==> config.mk <==
export PLATFORM = sky130hd
export DESIGN_NAME = controlUnit
export DESIGN_NICKNAME = d
export VERILOG_FILES = /design/src/rtl/isaPkg.sv /design/src/rtl/controlPkg.sv /design/src/rtl/instructionDecoder.sv /design/src/rtl/stepSequencer.sv /design/src/rtl/controlWordGenerator.sv /design/src/rtl/controlUnit.sv
export VERILOG_INCLUDE_DIRS = /design/src /design/src/include
export SDC_FILE = /design/constraint.sdc
export NUM_CORES = 1
export LEC_CHECK = 0
export ABC_AREA = 1
export ABC_CLOCK_PERIOD_IN_PS = 3000
export CAP_MARGIN = 20
export CORE_ASPECT_RATIO = 2
export CORE_MARGIN = 5
export CORE_UTILIZATION = 25
export DETAILED_ROUTE_END_ITERATION = 7
export DONT_BUFFER_PORTS = 1
export GPL_TIMING_DRIVEN = 0
export PLACE_DENSITY = 0.34
export SYNTH_ARGS = -nofsm -noshare
export SYNTH_HDL_FRONTEND = slang
export SYNTH_HIERARCHICAL = 1
export SYNTH_SLANG_ARGS = --single-unit
==> constraint.sdc <==
create_clock -name clock -period 3 [get_ports clock]
set_input_delay 0.45 -clock clock [delete_from_list [all_inputs] [get_ports clock]]
set_output_delay 0.45 -clock clock [all_outputs]
set_load 0.02 [all_outputs]
==> src/include/controlUnit_params.svh <==
`ifndef CONTROL_UNIT_PARAMS_SVH
`define CONTROL_UNIT_PARAMS_SVH

// Instruction register fields.
`define OPCODE_WIDTH 6
`define OFFSET_WIDTH 16
`define FUNCT_WIDTH 6

// Sequencer registers.
`define STATE_WIDTH 3
`define STEP_WIDTH 3

// Decoder result.
`define CLASS_WIDTH 3

// Datapath control fields.
`define ALU_OP_WIDTH 3
`define MEM_TO_REG_WIDTH 4

// Length of fetch plus decode, in cycles.
`define FETCH_STEPS 6

`endif

==> src/rtl/isaPkg.sv <==
`default_nettype none

`include "controlUnit_params.svh"

package isaPkg;

    // Opcode field, bits 31:26 of the instruction.
    localparam logic [`OPCODE_WIDTH-1:0] OP_RTYPE = 6'b000000;
    localparam logic [`OPCODE_WIDTH-1:0] OP_JUMP  = 6'b000010;
    localparam logic [`OPCODE_WIDTH-1:0] OP_ADDI  = 6'b001000;
    localparam logic [`OPCODE_WIDTH-1:0] OP_RESET = 6'b111111;

    // Funct field of R-type words.
    localparam logic [`FUNCT_WIDTH-1:0] FUNCT_ADD = 6'b100000;
    localparam logic [`FUNCT_WIDTH-1:0] FUNCT_SUB = 6'b100010;
    localparam logic [`FUNCT_WIDTH-1:0] FUNCT_AND = 6'b100100;
    localparam logic [`FUNCT_WIDTH-1:0] FUNCT_SLT = 6'b101010;

endpackage

`default_nettype wire

==> src/rtl/controlPkg.sv <==
`default_nettype none

`include "controlUnit_params.svh"

package controlPkg;

    // Sequencer states.
    localparam logic [`STATE_WIDTH-1:0] ST_COMMON = 3'd0;
    localparam logic [`STATE_WIDTH-1:0] ST_ADD    = 3'd1;
    localparam logic [`STATE_WIDTH-1:0] ST_ADDI   = 3'd2;
    localparam logic [`STATE_WIDTH-1:0] ST_SUB    = 3'd3;
    localparam logic [`STATE_WIDTH-1:0] ST_AND    = 3'd4;
    localparam logic [`STATE_WIDTH-1:0] ST_SLT    = 3'd5;
    localparam logic [`STATE_WIDTH-1:0] ST_JUMP   = 3'd6;
    localparam logic [`STATE_WIDTH-1:0] ST_HALT   = 3'd7;

    // Step numbers inside the common and execute sequences.
    localparam logic [`STEP_WIDTH-1:0] STEP_FIRST       = 3'd0;
    localparam logic [`STEP_WIDTH-1:0] STEP_EXEC_SECOND = 3'd1;
    localparam logic [`STEP_WIDTH-1:0] STEP_PC_WRITE    = 3'd3;
    localparam logic [`STEP_WIDTH-1:0] STEP_REG_READ    = 3'd4;
    localparam logic [`STEP_WIDTH-1:0] STEP_DECODE      = `STEP_WIDTH'(`FETCH_STEPS - 1);

    // Decoded instruction classes.
    localparam logic [`CLASS_WIDTH-1:0] CLASS_NONE  = 3'd0;
    localparam logic [`CLASS_WIDTH-1:0] CLASS_ADD   = 3'd1;
    localparam logic [`CLASS_WIDTH-1:0] CLASS_SUB   = 3'd2;
    localparam logic [`CLASS_WIDTH-1:0] CLASS_AND   = 3'd3;
    localparam logic [`CLASS_WIDTH-1:0] CLASS_SLT   = 3'd4;
    localparam logic [`CLASS_WIDTH-1:0] CLASS_ADDI  = 3'd5;
    localparam logic [`CLASS_WIDTH-1:0] CLASS_JUMP  = 3'd6;
    localparam logic [`CLASS_WIDTH-1:0] CLASS_RESET = 3'd7;

    localparam logic [`ALU_OP_WIDTH-1:0] ALU_NOP = 3'b000;
    localparam logic [`ALU_OP_WIDTH-1:0] ALU_ADD = 3'b001;
    localparam logic [`ALU_OP_WIDTH-1:0] ALU_SUB = 3'b010;
    localparam logic [`ALU_OP_WIDTH-1:0] ALU_AND = 3'b011;
    localparam logic [`ALU_OP_WIDTH-1:0] ALU_SLT = 3'b111;

    // Datapath mux selectors.
    localparam logic [1:0] SRCB_REG    = 2'b00;
    localparam logic [1:0] SRCB_FOUR   = 2'b01;
    localparam logic [1:0] SRCB_IMM    = 2'b10;
    localparam logic [1:0] REGDEST_RT  = 2'b00;
    localparam logic [1:0] REGDEST_RD  = 2'b01;
    localparam logic [`MEM_TO_REG_WIDTH-1:0] MEMTOREG_ALU  = 4'b0000;
    localparam logic [`MEM_TO_REG_WIDTH-1:0] MEMTOREG_LESS = 4'b0100;

endpackage

`default_nettype wire

==> src/rtl/instructionDecoder.sv <==
`default_nettype none

`include "controlUnit_params.svh"

module instructionDecoder
    import isaPkg::*;
    import controlPkg::*;
(
    input  logic [`OPCODE_WIDTH-1:0] opcode,
    input  logic [`FUNCT_WIDTH-1:0]  funct,
    output logic [`CLASS_WIDTH-1:0]  instrClass
);

    always_comb begin
        // Unlisted words fall back to a plain refetch.
        instrClass = CLASS_NONE;
        case (opcode)
            OP_RTYPE: begin
                case (funct)
                    FUNCT_ADD: begin
                        instrClass = CLASS_ADD;
                    end
                    FUNCT_SUB: begin
                        instrClass = CLASS_SUB;
                    end
                    FUNCT_AND: begin
                        instrClass = CLASS_AND;
                    end
                    FUNCT_SLT: begin
                        instrClass = CLASS_SLT;
                    end
                    default: begin
                        instrClass = CLASS_NONE;
                    end
                endcase
            end
            OP_ADDI: begin
                instrClass = CLASS_ADDI;
            end
            OP_JUMP: begin
                instrClass = CLASS_JUMP;
            end
            OP_RESET: begin
                instrClass = CLASS_RESET;
            end
            default: begin
                instrClass = CLASS_NONE;
            end
        endcase
    end

endmodule

`default_nettype wire

==> src/rtl/stepSequencer.sv <==
`default_nettype none

`include "controlUnit_params.svh"

module stepSequencer
    import controlPkg::*;
(
    input  logic                     clock,
    input  logic                     reset,
    input  logic [`CLASS_WIDTH-1:0]  instrClass,
    output logic [`STATE_WIDTH-1:0]  state,
    output logic [`STEP_WIDTH-1:0]   step
);

    logic [`STATE_WIDTH-1:0] nextState;
    logic [`STEP_WIDTH-1:0]  nextStep;

    // Execute state entered from the decode step.
    function automatic logic [`STATE_WIDTH-1:0] classToState(
        input logic [`CLASS_WIDTH-1:0] cls
    );
        logic [`STATE_WIDTH-1:0] target;
        case (cls)
            CLASS_ADD:   target = ST_ADD;
            CLASS_SUB:   target = ST_SUB;
            CLASS_AND:   target = ST_AND;
            CLASS_SLT:   target = ST_SLT;
            CLASS_ADDI:  target = ST_ADDI;
            CLASS_JUMP:  target = ST_JUMP;
            CLASS_RESET: target = ST_HALT;
            default:     target = ST_COMMON;
        endcase
        return target;
    endfunction

    always_comb begin
        nextState = state;
        nextStep  = step + 1'b1;
        case (state)
            ST_COMMON: begin
                if (step == STEP_DECODE) begin
                    nextState = classToState(instrClass);
                    nextStep  = STEP_FIRST;
                end
            end
            ST_ADD, ST_SUB, ST_AND, ST_ADDI: begin
                // Two-cycle execute.
                if (step == STEP_EXEC_SECOND) begin
                    nextState = ST_COMMON;
                    nextStep  = STEP_FIRST;
                end
            end
            ST_SLT, ST_JUMP: begin
                nextState = ST_COMMON;
                nextStep  = STEP_FIRST;
            end
            default: begin
                // Halted until external reset.
                nextState = ST_HALT;
                nextStep  = STEP_FIRST;
            end
        endcase
    end

    always_ff @(posedge clock) begin
        if (reset) begin
            state <= ST_COMMON;
            step  <= STEP_FIRST;
        end else begin
            state <= nextState;
            step  <= nextStep;
        end
    end

endmodule

`default_nettype wire

==> src/rtl/controlWordGenerator.sv <==
`default_nettype none

`include "controlUnit_params.svh"

module controlWordGenerator
    import controlPkg::*;
(
    input  logic [`STATE_WIDTH-1:0]      state,
    input  logic [`STEP_WIDTH-1:0]       step,
    output logic                         pcWrite,
    output logic                         irWrite,
    output logic                         regWrite,
    output logic                         aWrite,
    output logic                         bWrite,
    output logic                         aluOutWrite,
    output logic                         srcASelect,
    output logic                         pcSourceSelect,
    output logic                         resetOut,
    output logic [`ALU_OP_WIDTH-1:0]     aluOp,
    output logic [1:0]                   srcBSelect,
    output logic [1:0]                   regDestSelect,
    output logic [`MEM_TO_REG_WIDTH-1:0] memToRegSelect
);

    always_comb begin
        pcWrite        = 1'b0;
        irWrite        = 1'b0;
        regWrite       = 1'b0;
        aWrite         = 1'b0;
        bWrite         = 1'b0;
        aluOutWrite    = 1'b0;
        srcASelect     = 1'b0;
        pcSourceSelect = 1'b0;
        resetOut       = 1'b0;
        aluOp          = ALU_NOP;
        srcBSelect     = SRCB_REG;
        regDestSelect  = REGDEST_RT;
        memToRegSelect = MEMTOREG_ALU;

        case (state)
            ST_COMMON: begin
                case (step)
                    STEP_PC_WRITE: begin
                        // Latch the fetched word and PC + 4.
                        aluOp      = ALU_ADD;
                        srcBSelect = SRCB_FOUR;
                        pcWrite    = 1'b1;
                        irWrite    = 1'b1;
                    end
                    STEP_REG_READ: begin
                        aWrite = 1'b1;
                        bWrite = 1'b1;
                    end
                    STEP_DECODE: begin
                        // Decode cycle is idle.
                    end
                    default: begin
                        // PC + 4 while memory settles.
                        aluOp      = ALU_ADD;
                        srcBSelect = SRCB_FOUR;
                    end
                endcase
            end
            ST_ADD, ST_SUB, ST_AND: begin
                aluOutWrite = 1'b1;
                srcASelect  = 1'b1;
                case (state)
                    ST_SUB:  aluOp = ALU_SUB;
                    ST_AND:  aluOp = ALU_AND;
                    default: aluOp = ALU_ADD;
                endcase
                // Write back on the second cycle.
                if (step == STEP_EXEC_SECOND) begin
                    regWrite      = 1'b1;
                    regDestSelect = REGDEST_RD;
                end
            end
            ST_ADDI: begin
                srcASelect = 1'b1;
                if (step == STEP_EXEC_SECOND) begin
                    regWrite = 1'b1;
                    aluOp    = ALU_ADD;
                end else begin
                    aluOp       = ALU_SUB;
                    srcBSelect  = SRCB_IMM;
                    aluOutWrite = 1'b1;
                end
            end
            ST_SLT: begin
                regWrite       = 1'b1;
                srcASelect     = 1'b1;
                aluOp          = ALU_SLT;
                regDestSelect  = REGDEST_RD;
                memToRegSelect = MEMTOREG_LESS;
            end
            ST_JUMP: begin
                pcWrite        = 1'b1;
                pcSourceSelect = 1'b1;
            end
            default: begin
                resetOut = 1'b1;
            end
        endcase
    end

endmodule

`default_nettype wire

==> src/rtl/controlUnit.sv <==
`default_nettype none

`include "controlUnit_params.svh"

module controlUnit (
    input  logic                         clock,
    input  logic                         reset,
    input  logic [`OPCODE_WIDTH-1:0]     opcode,
    input  logic [`OFFSET_WIDTH-1:0]     offset,
    output logic                         pcWrite,
    output logic                         irWrite,
    output logic                         regWrite,
    output logic                         aWrite,
    output logic                         bWrite,
    output logic                         aluOutWrite,
    output logic                         srcASelect,
    output logic                         pcSourceSelect,
    output logic                         resetOut,
    output logic [`ALU_OP_WIDTH-1:0]     aluOp,
    output logic [1:0]                   srcBSelect,
    output logic [1:0]                   regDestSelect,
    output logic [`MEM_TO_REG_WIDTH-1:0] memToRegSelect
);

    logic [`CLASS_WIDTH-1:0] instrClass;
    logic [`STATE_WIDTH-1:0] state;
    logic [`STEP_WIDTH-1:0]  step;

    // Funct sits in the low bits of the offset.
    instructionDecoder decoder (
        .opcode     (opcode),
        .funct      (offset[`FUNCT_WIDTH-1:0]),
        .instrClass (instrClass)
    );

    stepSequencer sequencer (
        .clock      (clock),
        .reset      (reset),
        .instrClass (instrClass),
        .state      (state),
        .step       (step)
    );

    controlWordGenerator generator (
        .state          (state),
        .step           (step),
        .pcWrite        (pcWrite),
        .irWrite        (irWrite),
        .regWrite       (regWrite),
        .aWrite         (aWrite),
        .bWrite         (bWrite),
        .aluOutWrite    (aluOutWrite),
        .srcASelect     (srcASelect),
        .pcSourceSelect (pcSourceSelect),
        .resetOut       (resetOut),
        .aluOp          (aluOp),
        .srcBSelect     (srcBSelect),
        .regDestSelect  (regDestSelect),
        .memToRegSelect (memToRegSelect)
    );

endmodule

`default_nettype wire

==> impl_results.md, run 1 <==
- Largest net degree at the start of global routing: 10
- CTS tree: built
- Number of setup violations in the final report: 0
- Final worst-path cycle share: 68.5%
- Routability Congestion: 0.650
- Global-route wire length before repair: 3770 µm
- Max incr delay on CP: 0.35 ns
- DPL Wire Length: 1970 µm
- IO Port Bufs: 0
- WP data required: 2.55 ns
- Via count: 895
- Status: complete, no violations
- Post-route DRC: 0
- Setup CP Type: flip-flop to output pin
- Area of the core: 3380 µm²
- Initial antenna violation count: 0
- Total power: 595 µW
- Total wire length: 2160 µm
- Commonest cells in the synthesized netlist: nand2_1, inv_1, nor2_1, nand3_1, nor2_2
- Worst setup SP type: flip-flop
- Post-synth ARST share: 0%
- Clock Skews: 0.00131 ns
- Fin cells: 201
- Sink Count: 6
- DR WL/cell: 10.8 µm
- Layout cells sized above 1: 21.9%
- CTS clk-pin slew, worst paths: 0.03 ns
- Mapped Avg Cell Area: 5.35 µm²
- Vias/cell: 4.45
- Site row count: 30
- Htree depth: 1
- Synth Instances: 163
- Clk_lat worst skew: 0.22 ns
- CTS Hold Bufs: 0
- Starting density of the core: 25.8%
- Root buffer cell: clkbuf_8
- Synth unique cells: 25
- CTS resizes: 0
- Die area: 4840 µm²
- HP Class: input port to flip-flop
- Fin. max-slew vios: 0
- Leak: 0.000553 µW
- Die Wd: 51.8 µm
- Total of flip-flops plus latches after synthesis: 6
- Antenna-violating nets left: 0
- Initial DRT Pass Iterations: 4
- Final hold viol count: 0
- Vias in the first global route: 944
- Inst Count DP: 198
- Register Area: 120 µm²
- Area Growth Syn to Fin: 10.6%
- DIE HEIGHT: 93.5 µm
- Nets: 195
- Grt total ovfl: 0
- CTS buffer count: 3
- Sequential share of the synthesized area: 13.8%
- Post-synth top area share: 22.0%
- Post-Route Utilization: 28.6%
- Critical Path Sink Type: output pin
- EDFF count, synth: 0
- Area leader, netlist: nand2_1
- RSZ-0062 raised after global routing: false
- Worst-path fanout max: 9
- Iter 0 DRT Violations: 19
- Mapped Area: 872 µm²
- # fillers: 405
- Count leader, synth: nand2_1
- VDD IR max: 0.170 mV
- CP cell instances: buf_6, nor2_2, nand2_1, nor3_2, buf_4
- Tmin final: 2.05 ns
- Yosys warns: 6
- Max Clock Freq: 487 MHz
- Critical path arrival: 1.60 ns
- Max-Cap Viols: 0
- Synth area leaders: nand2_1, dfxtp_1, inv_1
- Clock buffer depth: 2
- Pwr dens: 617 nW/µm²
- Diodes inserted: 0
- Main synth FF type: dfxtp_1
- Num ports: 44
- CP max stage cell: nor3_2
- Setup bufs post-CTS: 0
- CP bufs+invs: 2
- CP top delay family: simple AND/OR/NAND/NOR gates
- Tot GR Track Use: 10.4%
- Setup TNS: 0 ns
- Area of the multi-input gates: 589 µm²
==> final timing paths <==
| check | from | end | slack [ns] | cells after the start |
|---|---|---|---|---|
| worst min register to register | sequencer/step[0]$_SDFF_PP0_ | sequencer/step[0]$_SDFF_PP0_ | 0.55 | 1 |
| worst min-delay path | reset | sequencer/state[2]$_SDFFE_PP0P_ | 0.44 | 3 |
| worst max-delay path | sequencer/state[0]$_SDFFE_PP0P_ | bWrite | 0.95 | 5 |
| worst max register to register | sequencer/state[1]$_SDFFE_PP0P_ | sequencer/state[1]$_SDFFE_PP0P_ | 1.74 | 7 |
==> cell usage in the layout, fill, tap and decap left out, drive strengths merged <==
cell type / instances
nand2: 57
and2: 1
nor2: 32
nor3: 3
o21ai: 4
a21oi: 1
conb: 4
dfxtp: 6
clkbuf: 4
nand3: 16
xor2: 1
o22ai: 1
xnor2: 1
inv: 32
buf: 6
==> flip-flops by register name, indices dropped and copies added, names as in the netlist <==
name             cells
sequencer/state      3
sequencer/step       3
==> power by group <==
| group | internal [µW] | switching, µW | total [µW] |
|---|---|---|---|
| combinational | 98.0 | 255 | 353 |
| sequential | 95.5 | 27.2 | 123 |
| clock | 86.0 | 33.0 | 119 |
==> metrics by stage <==
stage	hold WS, ns	area [µm²]	setup slack [ns]
after global placement	0.554	923	1.16
after floorplan	0.503	883	1.30
after CTS	0.441	965	0.925
after detailed placement	0.557	923	1.16
after global routing	0.462	965	0.900
final	0.444	965	0.946
==> layer usage <==
layer  vias to the layer above  global-route usage [%]  share of wire (%)
li1                        486                       -                  -
met1                       384                    8.01                 28
met2                        23                    21.6                 65
met3                         2                    1.44                5.2
met4                         0                    6.56                1.9
met5                         -                       0                  0
==> cells by family after synthesis <==
group	count (synthesis)	synth area share [%]
compound gates	6	3.59
xor+xnor	2	2.01
simple gates	109	60.3
flops	6	13.8
buf+inv	39	19.9
other cells	1	0.430
==> worst reg2reg max path, cell delays in order, from the launching register on <==
cell and delay, ns:
dfxtp_1 0.53, nor2_4 0.09, nand2_4 0.11, inv_2 0.07, nand2_4 0.06, nand3_4 0.10, nor2_1 0.13, nor2_2 0.05
==> area by class of cell <==
cell class              instances  share of cell area [%]
flip-flops and latches          6                    12.5
inverters                      32                    12.5
well taps                      32                    4.15
plain buffers                   7                    5.58
multi-input cells             121                    61.1
clock buffers                   3                    4.28
No activity file was read; power rests on OpenSTA's default activity.
==> run 2, diff against run 1 <==
- ABC_AREA: 1 -> 0
- ABC_CLOCK_PERIOD_IN_PS: 3000 -> 1850
- PLACE_DENSITY: 0.34 -> 0.36
- clock period: 3 -> 1.85 ns (I/O delays scaled with it)
==> impl_results.md, run 2 <==
- Failing checks: negative setup slack
- DR WL/cell: 15.8 µm (was 10.8 µm)
- Vias in the first global route: 797 (was 944)
- DIE HEIGHT: 88.3 µm (was 93.5 µm)
- Setup CP Type: flip-flop to output pin (unchanged)
- Total of flip-flops plus latches after synthesis: 6 (unchanged)
- CTS tree: built (unchanged)
- DPL Wire Length: 1760 µm (was 1970 µm)
- Worst setup SP type: flip-flop (unchanged)
- Vias/cell: 5.55 (was 4.45)
- Number of setup violations in the final report: 1 (was 0)
- IO Port Bufs: 0 (unchanged)
- Global-route wire length before repair: 3570 µm (was 3770 µm)
- Worst Reg-to-Reg Cells: 6 (was 7)
- Layout cells sized above 1: 40.2% (was 21.9%)
- Worst slew pin tran: 0.541 ns
- Final hold viol count: 0 (unchanged)
- Max-Cap Viols: 0 (unchanged)
- Pwr dens: 479 nW/µm² (was 617 nW/µm²)
- Status: complete, but fails checks (was complete, no violations)
- Setup slack at placement: -0.224 ns (was 1.16 ns)
- Hold Path Cell Cnt: 1 (was 3)
- Worst-path fanout max: 2 (was 9)
- Post-synth ARST share: 0% (unchanged)
- Sequential share of the synthesized area: 15.7% (was 13.8%)
- Clock buffer depth: 2 (unchanged)
- Commonest cells in the synthesized netlist: nand2_1, a21oi_1, dfxtp_1 (was nand2_1, inv_1, nor2_1, nand3_1, nor2_2)
- Sink Count: 6 (unchanged)
- EDFF count, synth: 0 (unchanged)
- Tot GR Track Use: 10.5% (was 10.4%)
- WHS: 0.114 ns (was 0.444 ns)
- Root buffer cell: clkbuf_8 (unchanged)
- CTS buffer count: 3 (unchanged)
- Yosys warns: 6 (unchanged)
- Synth unique cells: 43 (was 25)
- WP data required: 1.57 ns (was 2.55 ns)
- Inst Count DP: 136 (was 198)
- Area Growth Syn to Fin: 31.2% (was 10.6%)
- Worst setup margin: -0.0217 ns (was 0.946 ns)
- Mapped Avg Cell Area: 7.43 µm² (was 5.35 µm²)
- VDD IR max: 0.207 mV (was 0.170 mV)
- Commonest non-fill, non-tap cell in the layout: buf_4 (was nand2_1)
- CTS Hold Bufs: 0 (unchanged)
- Largest regs: sequencer/state x3, sequencer/step x3 (unchanged)
- Routability Congestion: 0.703 (was 0.650)
- Synth Instances: 103 (was 163)
- Clk_lat worst skew: 0.22 ns (about the same)
- Starting density of the core: 26.0% (was 25.8%)
- Max Clock Freq: 534 MHz
- Most frequent cells in the layout: buf_4, nand2_1, a21oi_1 (was nand2_1, inv_1, nor2_1)
- Htree depth: 1 (unchanged)
- Area leader, netlist: dfxtp_1 (was nand2_1)
- Synth area leaders: dfxtp_1, mux2_2, buf_4 (was nand2_1, dfxtp_1, inv_1)
- Via count: 788 (was 895)
- Iter 0 DRT Violations: 15 (was 19)
- Area of the core: 2940 µm² (was 3380 µm²)
- Post-route DRC: 0 (unchanged)
- Initial DRT Pass Iterations: 3 (was 4)
- Nets: 138 (was 195)
- RSZ-0062 raised after global routing: true (was false)
- Initial antenna violation count: 0 (unchanged)
- Post-synth top area share: 15.7% (was 22.0%)
- Die Wd: 49.1 µm (was 51.8 µm)
- Diodes inserted: 0 (unchanged)
- Main synth FF type: dfxtp_1 (unchanged)
- Largest net degree at the start of global routing: 11 (was 10)
- Total wire length: 2240 µm (was 2160 µm)
- Mapped Area: 766 µm² (was 872 µm²)
- Fin. max-slew vios: 0 (unchanged)
- Critical path arrival: 1.59 ns (was 1.60 ns)
- Fin cells: 142 (was 201)
- Critical Path Sink Type: output pin (unchanged)
- Antenna-violating nets left: 0 (unchanged)
- Grt total ovfl: 0 (unchanged)
- CTS clk-pin slew, worst paths: 0.04 ns (was 0.03 ns)
- Final worst-path cycle share: 101%
- HP Class: input port to flip-flop (unchanged)
- Num ports: 44 (unchanged)
- Tmin final: 1.87 ns
- Worst slew margin: 63.8%
- Clock Skews: 0.000951 ns (was 0.00131 ns)
- Count leader, synth: nand2_1 (unchanged)
- Die area: 4340 µm² (was 4840 µm²)
- Leak: 0.000376 µW (was 0.000553 µW)
- Site row count: 28 (was 30)
==> run 2: cell types whose count changed in the layout (fill, tap and decap cells not counted), sizes merged, moves of 3 or more <==
cell / previous run / this run
nand3: 16 / 0
a21oi: 1 / 7
nand2: 57 / 8
nand2b: 0 / 4
inv: 32 / 6
nor2b: 0 / 3
mux2: 0 / 4
xnor2: 1 / 4
nor3: 3 / 6
nor2: 32 / 6
buf: 6 / 13
and3: 0 / 4
==> run 2: final cells by class <==
cell class / count / area [µm²]
Buffer: 9 / 76.3
Clock buffer: 3 / 41.3
Fill cell: 332 / 1940
Inverter: 6 / 22.5
Multi-Input combinational cell: 84 / 661
Sequential cell: 6 / 136
Tap cell: 30 / 37.5
Timing Repair Buffer: 4 / 30.0
==> run 2: repair_timing <==
| item | CTS | global route |
|---|---|---|
| pin swaps | 2 | 0 |
| endpoints found under the setup margin | 9 | 7 |
| buffers inserted | 4 | 0 |
| resized for setup | 19 | 9 |
| hold endpoints to repair | 0 | 0 |
==> run 2: path summary, 6_finish.rpt <==
check / start / end / slack [ns]
hold / removal: reset / sequencer/state[0]$_SDFFE_PP0P_ / 0.11
setup / recovery: sequencer/step[0]$_SDFF_PP0_ / bWrite / -0.02
hold reg to reg: sequencer/state[1]$_SDFFE_PP0P_ / sequencer/state[0]$_SDFFE_PP0P_ / 0.64
setup reg to reg: sequencer/step[0]$_SDFF_PP0_ / sequencer/state[1]$_SDFFE_PP0P_ / 0.29
==> run 2: power breakdown <==
group	switching (µW)	internal (µW)
Combinational	82.5	61.3
Sequential	7.49	134
Clock	56.1	140
==> run 2: metal layers <==
layer	global-route usage [%]	part of all wire [%]	vias up
li1	-	-	392
met1	7.70	31	370
met2	22.6	61	24
met3	2.87	5.9	2
met4	5.15	1.5	0
met5	0	0	-
==> run 2: through the flow <==
stage / power [µW] / setup TNS [ns] / area (µm²) / utilization [%]
2_1_floorplan: 248 / -0.137 / 810 / -
3_3_place_gp: 266 / -0.863 / 847 / 28.8
3_5_place_dp: 267 / -0.894 / 847 / 28.8
4_1_cts: 481 / -0.0392 / 960 / 32.6
5_1_grt: 508 / -0.142 / 1000 / 34.1
6_report: 482 / -0.0217 / 1000 / 34.1
==> run 2: cells by family (layout without fill, tap and decap cells) <==
logic type | Yosys count | after routing | synth area share [%]
multiplexers | 5 | 5 | 7.19
flip-flops | 6 | 6 | 15.7
AO/OA/AOI/OAI | 27 | 27 | 23.7
XOR/XNOR | 4 | 4 | 4.57
other | 1 | 4 | 0.490
AND/OR/NAND/NOR | 44 | 44 | 34.8
buffers and inverters | 16 | 22 | 13.6
==> run 2: critical path, cell delays in order (launching register included) <==
cell,delay (ns)
dfxtp_4,0.34
or4b_4,0.54
nor3_4,0.32
buf_6,0.17
==> run 3, diff against run 2 <==
- SYNTH_HIERARCHICAL: 1 -> not set
==> impl_results.md, run 3 <==
- Status: complete, no violations (was complete, but fails checks)
- Fin. max-slew vios: 0 (unchanged)
- Worst-path fanout max: 4 (was 2)
- Post-synth top area share: 16.8% (was 15.7%)
- Vias/cell: 5.26 (was 5.55)
- Sink Count: 6 (unchanged)
- CP cell instances: ha_1, ha_1, and2_1, or2_2 (was or4b_4, nor3_4, buf_6)
- Routability Congestion: 0.766 (was 0.703)
- Register Area: 123 µm² (was 136 µm²)
- Layout cells sized above 1: 27.6% (was 40.2%)
- Max-Cap Viols: 0 (unchanged)
- DR WL/cell: 14.5 µm (was 15.8 µm)
- Root buffer cell: clkbuf_8 (unchanged)
- Antenna-violating nets left: 0 (unchanged)
- Hold Path Cell Cnt: 2 (was 1)
- Internal: 409 µW (was 335 µW)
- Fin cells: 134 (was 142)
- Flop pwr share: 25.5% (was 29.4%)
- Worst path most repeated cell: ha_1
- Die area: 4090 µm² (was 4340 µm²)
- Vias in the first global route: 666 (was 797)
- Tot GR Track Use: 10.2% (was 10.5%)
- Post-synth ARST share: 0% (unchanged)
- Min-delay src: reset (unchanged)
- Global-route wire length before repair: 3020 µm (was 3570 µm)
- WP data required: 1.57 ns (about the same)
- Post-route DRC: 0 (unchanged)
- Sw frac: 43.4% (was 30.4%)
- EDFF count, synth: 0 (unchanged)
- CP max stage cell: or2_2 (was or4b_4)
- VDD IR max: 0.297 mV (was 0.207 mV)
- Area of the core: 2740 µm² (was 2940 µm²)
- Largest regs: sequencer.state x3, sequencer.step x3 (was sequencer/state x3, sequencer/step x3)
- Final instance area: 863 µm² (was 1000 µm²)
- Number of setup violations in the final report: 0 (was 1)
- Setup TNS: 0 ns (was -0.0217 ns)
- Flop2flop setup slack: 0.14 ns (was 0.29 ns)
- Sw Pwr: 314 µW (was 146 µW)
- Area leader, netlist: dfxtp_1 (unchanged)
- Final hold viol count: 0 (unchanged)
- CTS clk-pin slew, worst paths: 0.04 ns (about the same)
- CP bufs+invs: 0 (was 1)
- Final worst-path cycle share: 97.7% (was 101%)
- Nets: 135 (was 138)
- HP Class: input port to flip-flop (unchanged)
- Total wire length: 1950 µm (was 2240 µm)
- Area of the multi-input gates: 568 µm² (was 661 µm²)
- Synth unique cells: 36 (was 43)
- Die Wd: 47.8 µm (was 49.1 µm)
- Critical Path Sink Type: output pin (unchanged)
- # fillers: 316 (was 332)
- Htree depth: 1 (unchanged)
- Synth area leaders: dfxtp_1, nor2_1, ha_1 (was dfxtp_1, mux2_2, buf_4)
- Most frequent cells in the layout: nor2_1, nand2_1, a21oi_1 (was buf_4, nand2_1, a21oi_1)
- Leak: 0.000383 µW (was 0.000376 µW)
- Initial antenna violation count: 0 (unchanged)
- Worst setup SP type: flip-flop (unchanged)
- Total of flip-flops plus latches after synthesis: 6 (unchanged)
- Max incr delay on CP: 0.36 ns (was 0.54 ns)
- Grt total ovfl: 0 (unchanged)
- CTS buffer count: 3 (unchanged)
- Placed inst area: 761 µm² (was 847 µm²)
- Pwr dens: 837 nW/µm² (was 479 nW/µm²)
- Yosys warns: 0 (was 6)
- Largest net degree at the start of global routing: 11 (unchanged)
- Clock buffer depth: 2 (unchanged)
- Main synth FF type: dfxtp_1 (unchanged)
- Diodes inserted: 0 (unchanged)
- Critical path arrival: 1.53 ns (was 1.59 ns)
- Iter 0 DRT Violations: 15 (unchanged)
- Starting density of the core: 26.1% (was 26.0%)
- R2r endpoint: sequencer.state[2]$_SDFFE_PP0P_ (was sequencer/state[1]$_SDFFE_PP0P_)
- Clock share of power: 27.3% (was 40.7%)
- Num ports: 44 (unchanged)
- Clock Skews: 0.00428 ns (was 0.000951 ns)
- CP top delay family: simple AND/OR/NAND/NOR gates (unchanged)
- Tmin final: 1.81 ns (was 1.87 ns)
- CTS tree: built (unchanged)
- Commonest cells in the synthesized netlist: nor2_1, nand2_1, a21oi_1 (was nand2_1, a21oi_1, dfxtp_1)
- Setup CP Type: flip-flop to output pin (unchanged)
- Area Growth Syn to Fin: 21.1% (was 31.2%)
- DIE HEIGHT: 85.5 µm (was 88.3 µm)
- Mapped Area: 713 µm² (was 766 µm²)
- Total power: 723 µW (was 482 µW)
- Worst Reg-to-Reg Cells: 6 (unchanged)
- Via count: 705 (was 788)
- Inst Count DP: 133 (was 136)
- Setup slack at placement: -0.216 ns (was -0.224 ns)
- RSZ-0062 raised after global routing: true (unchanged)
- Clk_lat worst skew: 0.22 ns (about the same)
- IO Port Bufs: 0 (unchanged)
- Sequential share of the synthesized area: 16.8% (was 15.7%)
- Synth Instances: 101 (was 103)
- Combinational power share: 47.1% (was 29.9%)
- Mapped Avg Cell Area: 7.06 µm² (was 7.43 µm²)
- Hold path endpoint: sequencer.state[2]$_SDFFE_PP0P_ (was sequencer/state[0]$_SDFFE_PP0P_)
- Initial DRT Pass Iterations: 4 (was 3)
- DPL Wire Length: 1630 µm (was 1760 µm)
- Max Clock Freq: 553 MHz (was 534 MHz)
- Worst reg2reg path startpoint: sequencer.step[0]$_SDFF_PP0_ (was sequencer/step[0]$_SDFF_PP0_)
- Commonest non-fill, non-tap cell in the layout: nor2_1 (was buf_4)
- Count leader, synth: nor2_1 (was nand2_1)
- Worst setup margin: 0.0423 ns (was -0.0217 ns)
- Site row count: 27 (was 28)
run 3: timing repair:
item	CTS	global route
gates cloned	0	0
buffers inserted	1	0
endpoints found under the hold margin	0	0
hold buffers	0	0
resized for setup	15	7
setup endpoints to repair	12	3
run 3: logic make-up after synthesis:
group | share of synthesized area [%]
and+or+nand+nor | 29.8
AOI/OAI and AO/OA | 24.9
buffers and inverters | 12.6
DFF | 16.8
adders and majority gates | 7.02
muxes | 5.79
xor gates and xnor gates | 2.46
other | 0.526
run 3: how the worst max path moves through the flow:
stage | startpoint | end | slack [ns] | depth (start not counted)
after floorplan | sequencer.state[1]$_SDFFE_PP0P_ | srcBSelect[1] | 0.06 | 3
after global placement | sequencer.step[1]$_SDFF_PP0_ | sequencer.state[2]$_SDFFE_PP0P_ | -0.20 | 7
after detailed placement | sequencer.state[1]$_SDFFE_PP0P_ | srcBSelect[1] | -0.22 | 3
after CTS | sequencer.state[0]$_SDFFE_PP0P_ | memToRegSelect[2] | 0.006 | 3
after global routing | sequencer.state[1]$_SDFFE_PP0P_ | pcWrite | -0.02 | 3
final | sequencer.step[0]$_SDFF_PP0_ | pcWrite | 0.04 | 4
run 3: routing by layer:
metal | up-vias | part of all wire, % | GRT usage, %
li1 | 359 | - | -
met1 | 312 | 31 | 9.60
met2 | 29 | 55 | 17.2
met3 | 5 | 11 | 3.36
met4 | 0 | 2.8 | 6.62
met5 | - | 0 | 0
run 3: stage by stage:
| stage | hold slack [ns] | util [%] |
|---|---|---|
| global route | 0.277 | 31.6 |
| finish | 0.265 | 31.6 |
| CTS | 0.266 | 31.0 |
| global placement | 0.452 | 27.8 |
| floorplan | 0.433 | - |
| detailed placement | 0.466 | 27.8 |
run 3: layout make-up:
| class | count | area share [%] |
|---|---|---|
| plain buffers | 8 | 6.96 |
| clock buffers | 3 | 4.78 |
| inverters | 7 | 3.19 |
| multi-input cells | 80 | 65.8 |
| flip-flops and latches | 6 | 14.2 |
| well taps | 29 | 4.20 |
| repair buffers | 1 | 0.870 |
run 3: power by group through the flow:
stage | Combinational [µW] | Clock [µW] | Sequential, µW
2_1_floorplan | 266 | 0 | 161
3_3_place_gp | 322 | 0 | 164
3_5_place_dp | 322 | 0 | 164
4_1_cts | 337 | 207 | 182
5_1_grt | 379 | 210 | 190
6_report | 341 | 198 | 184
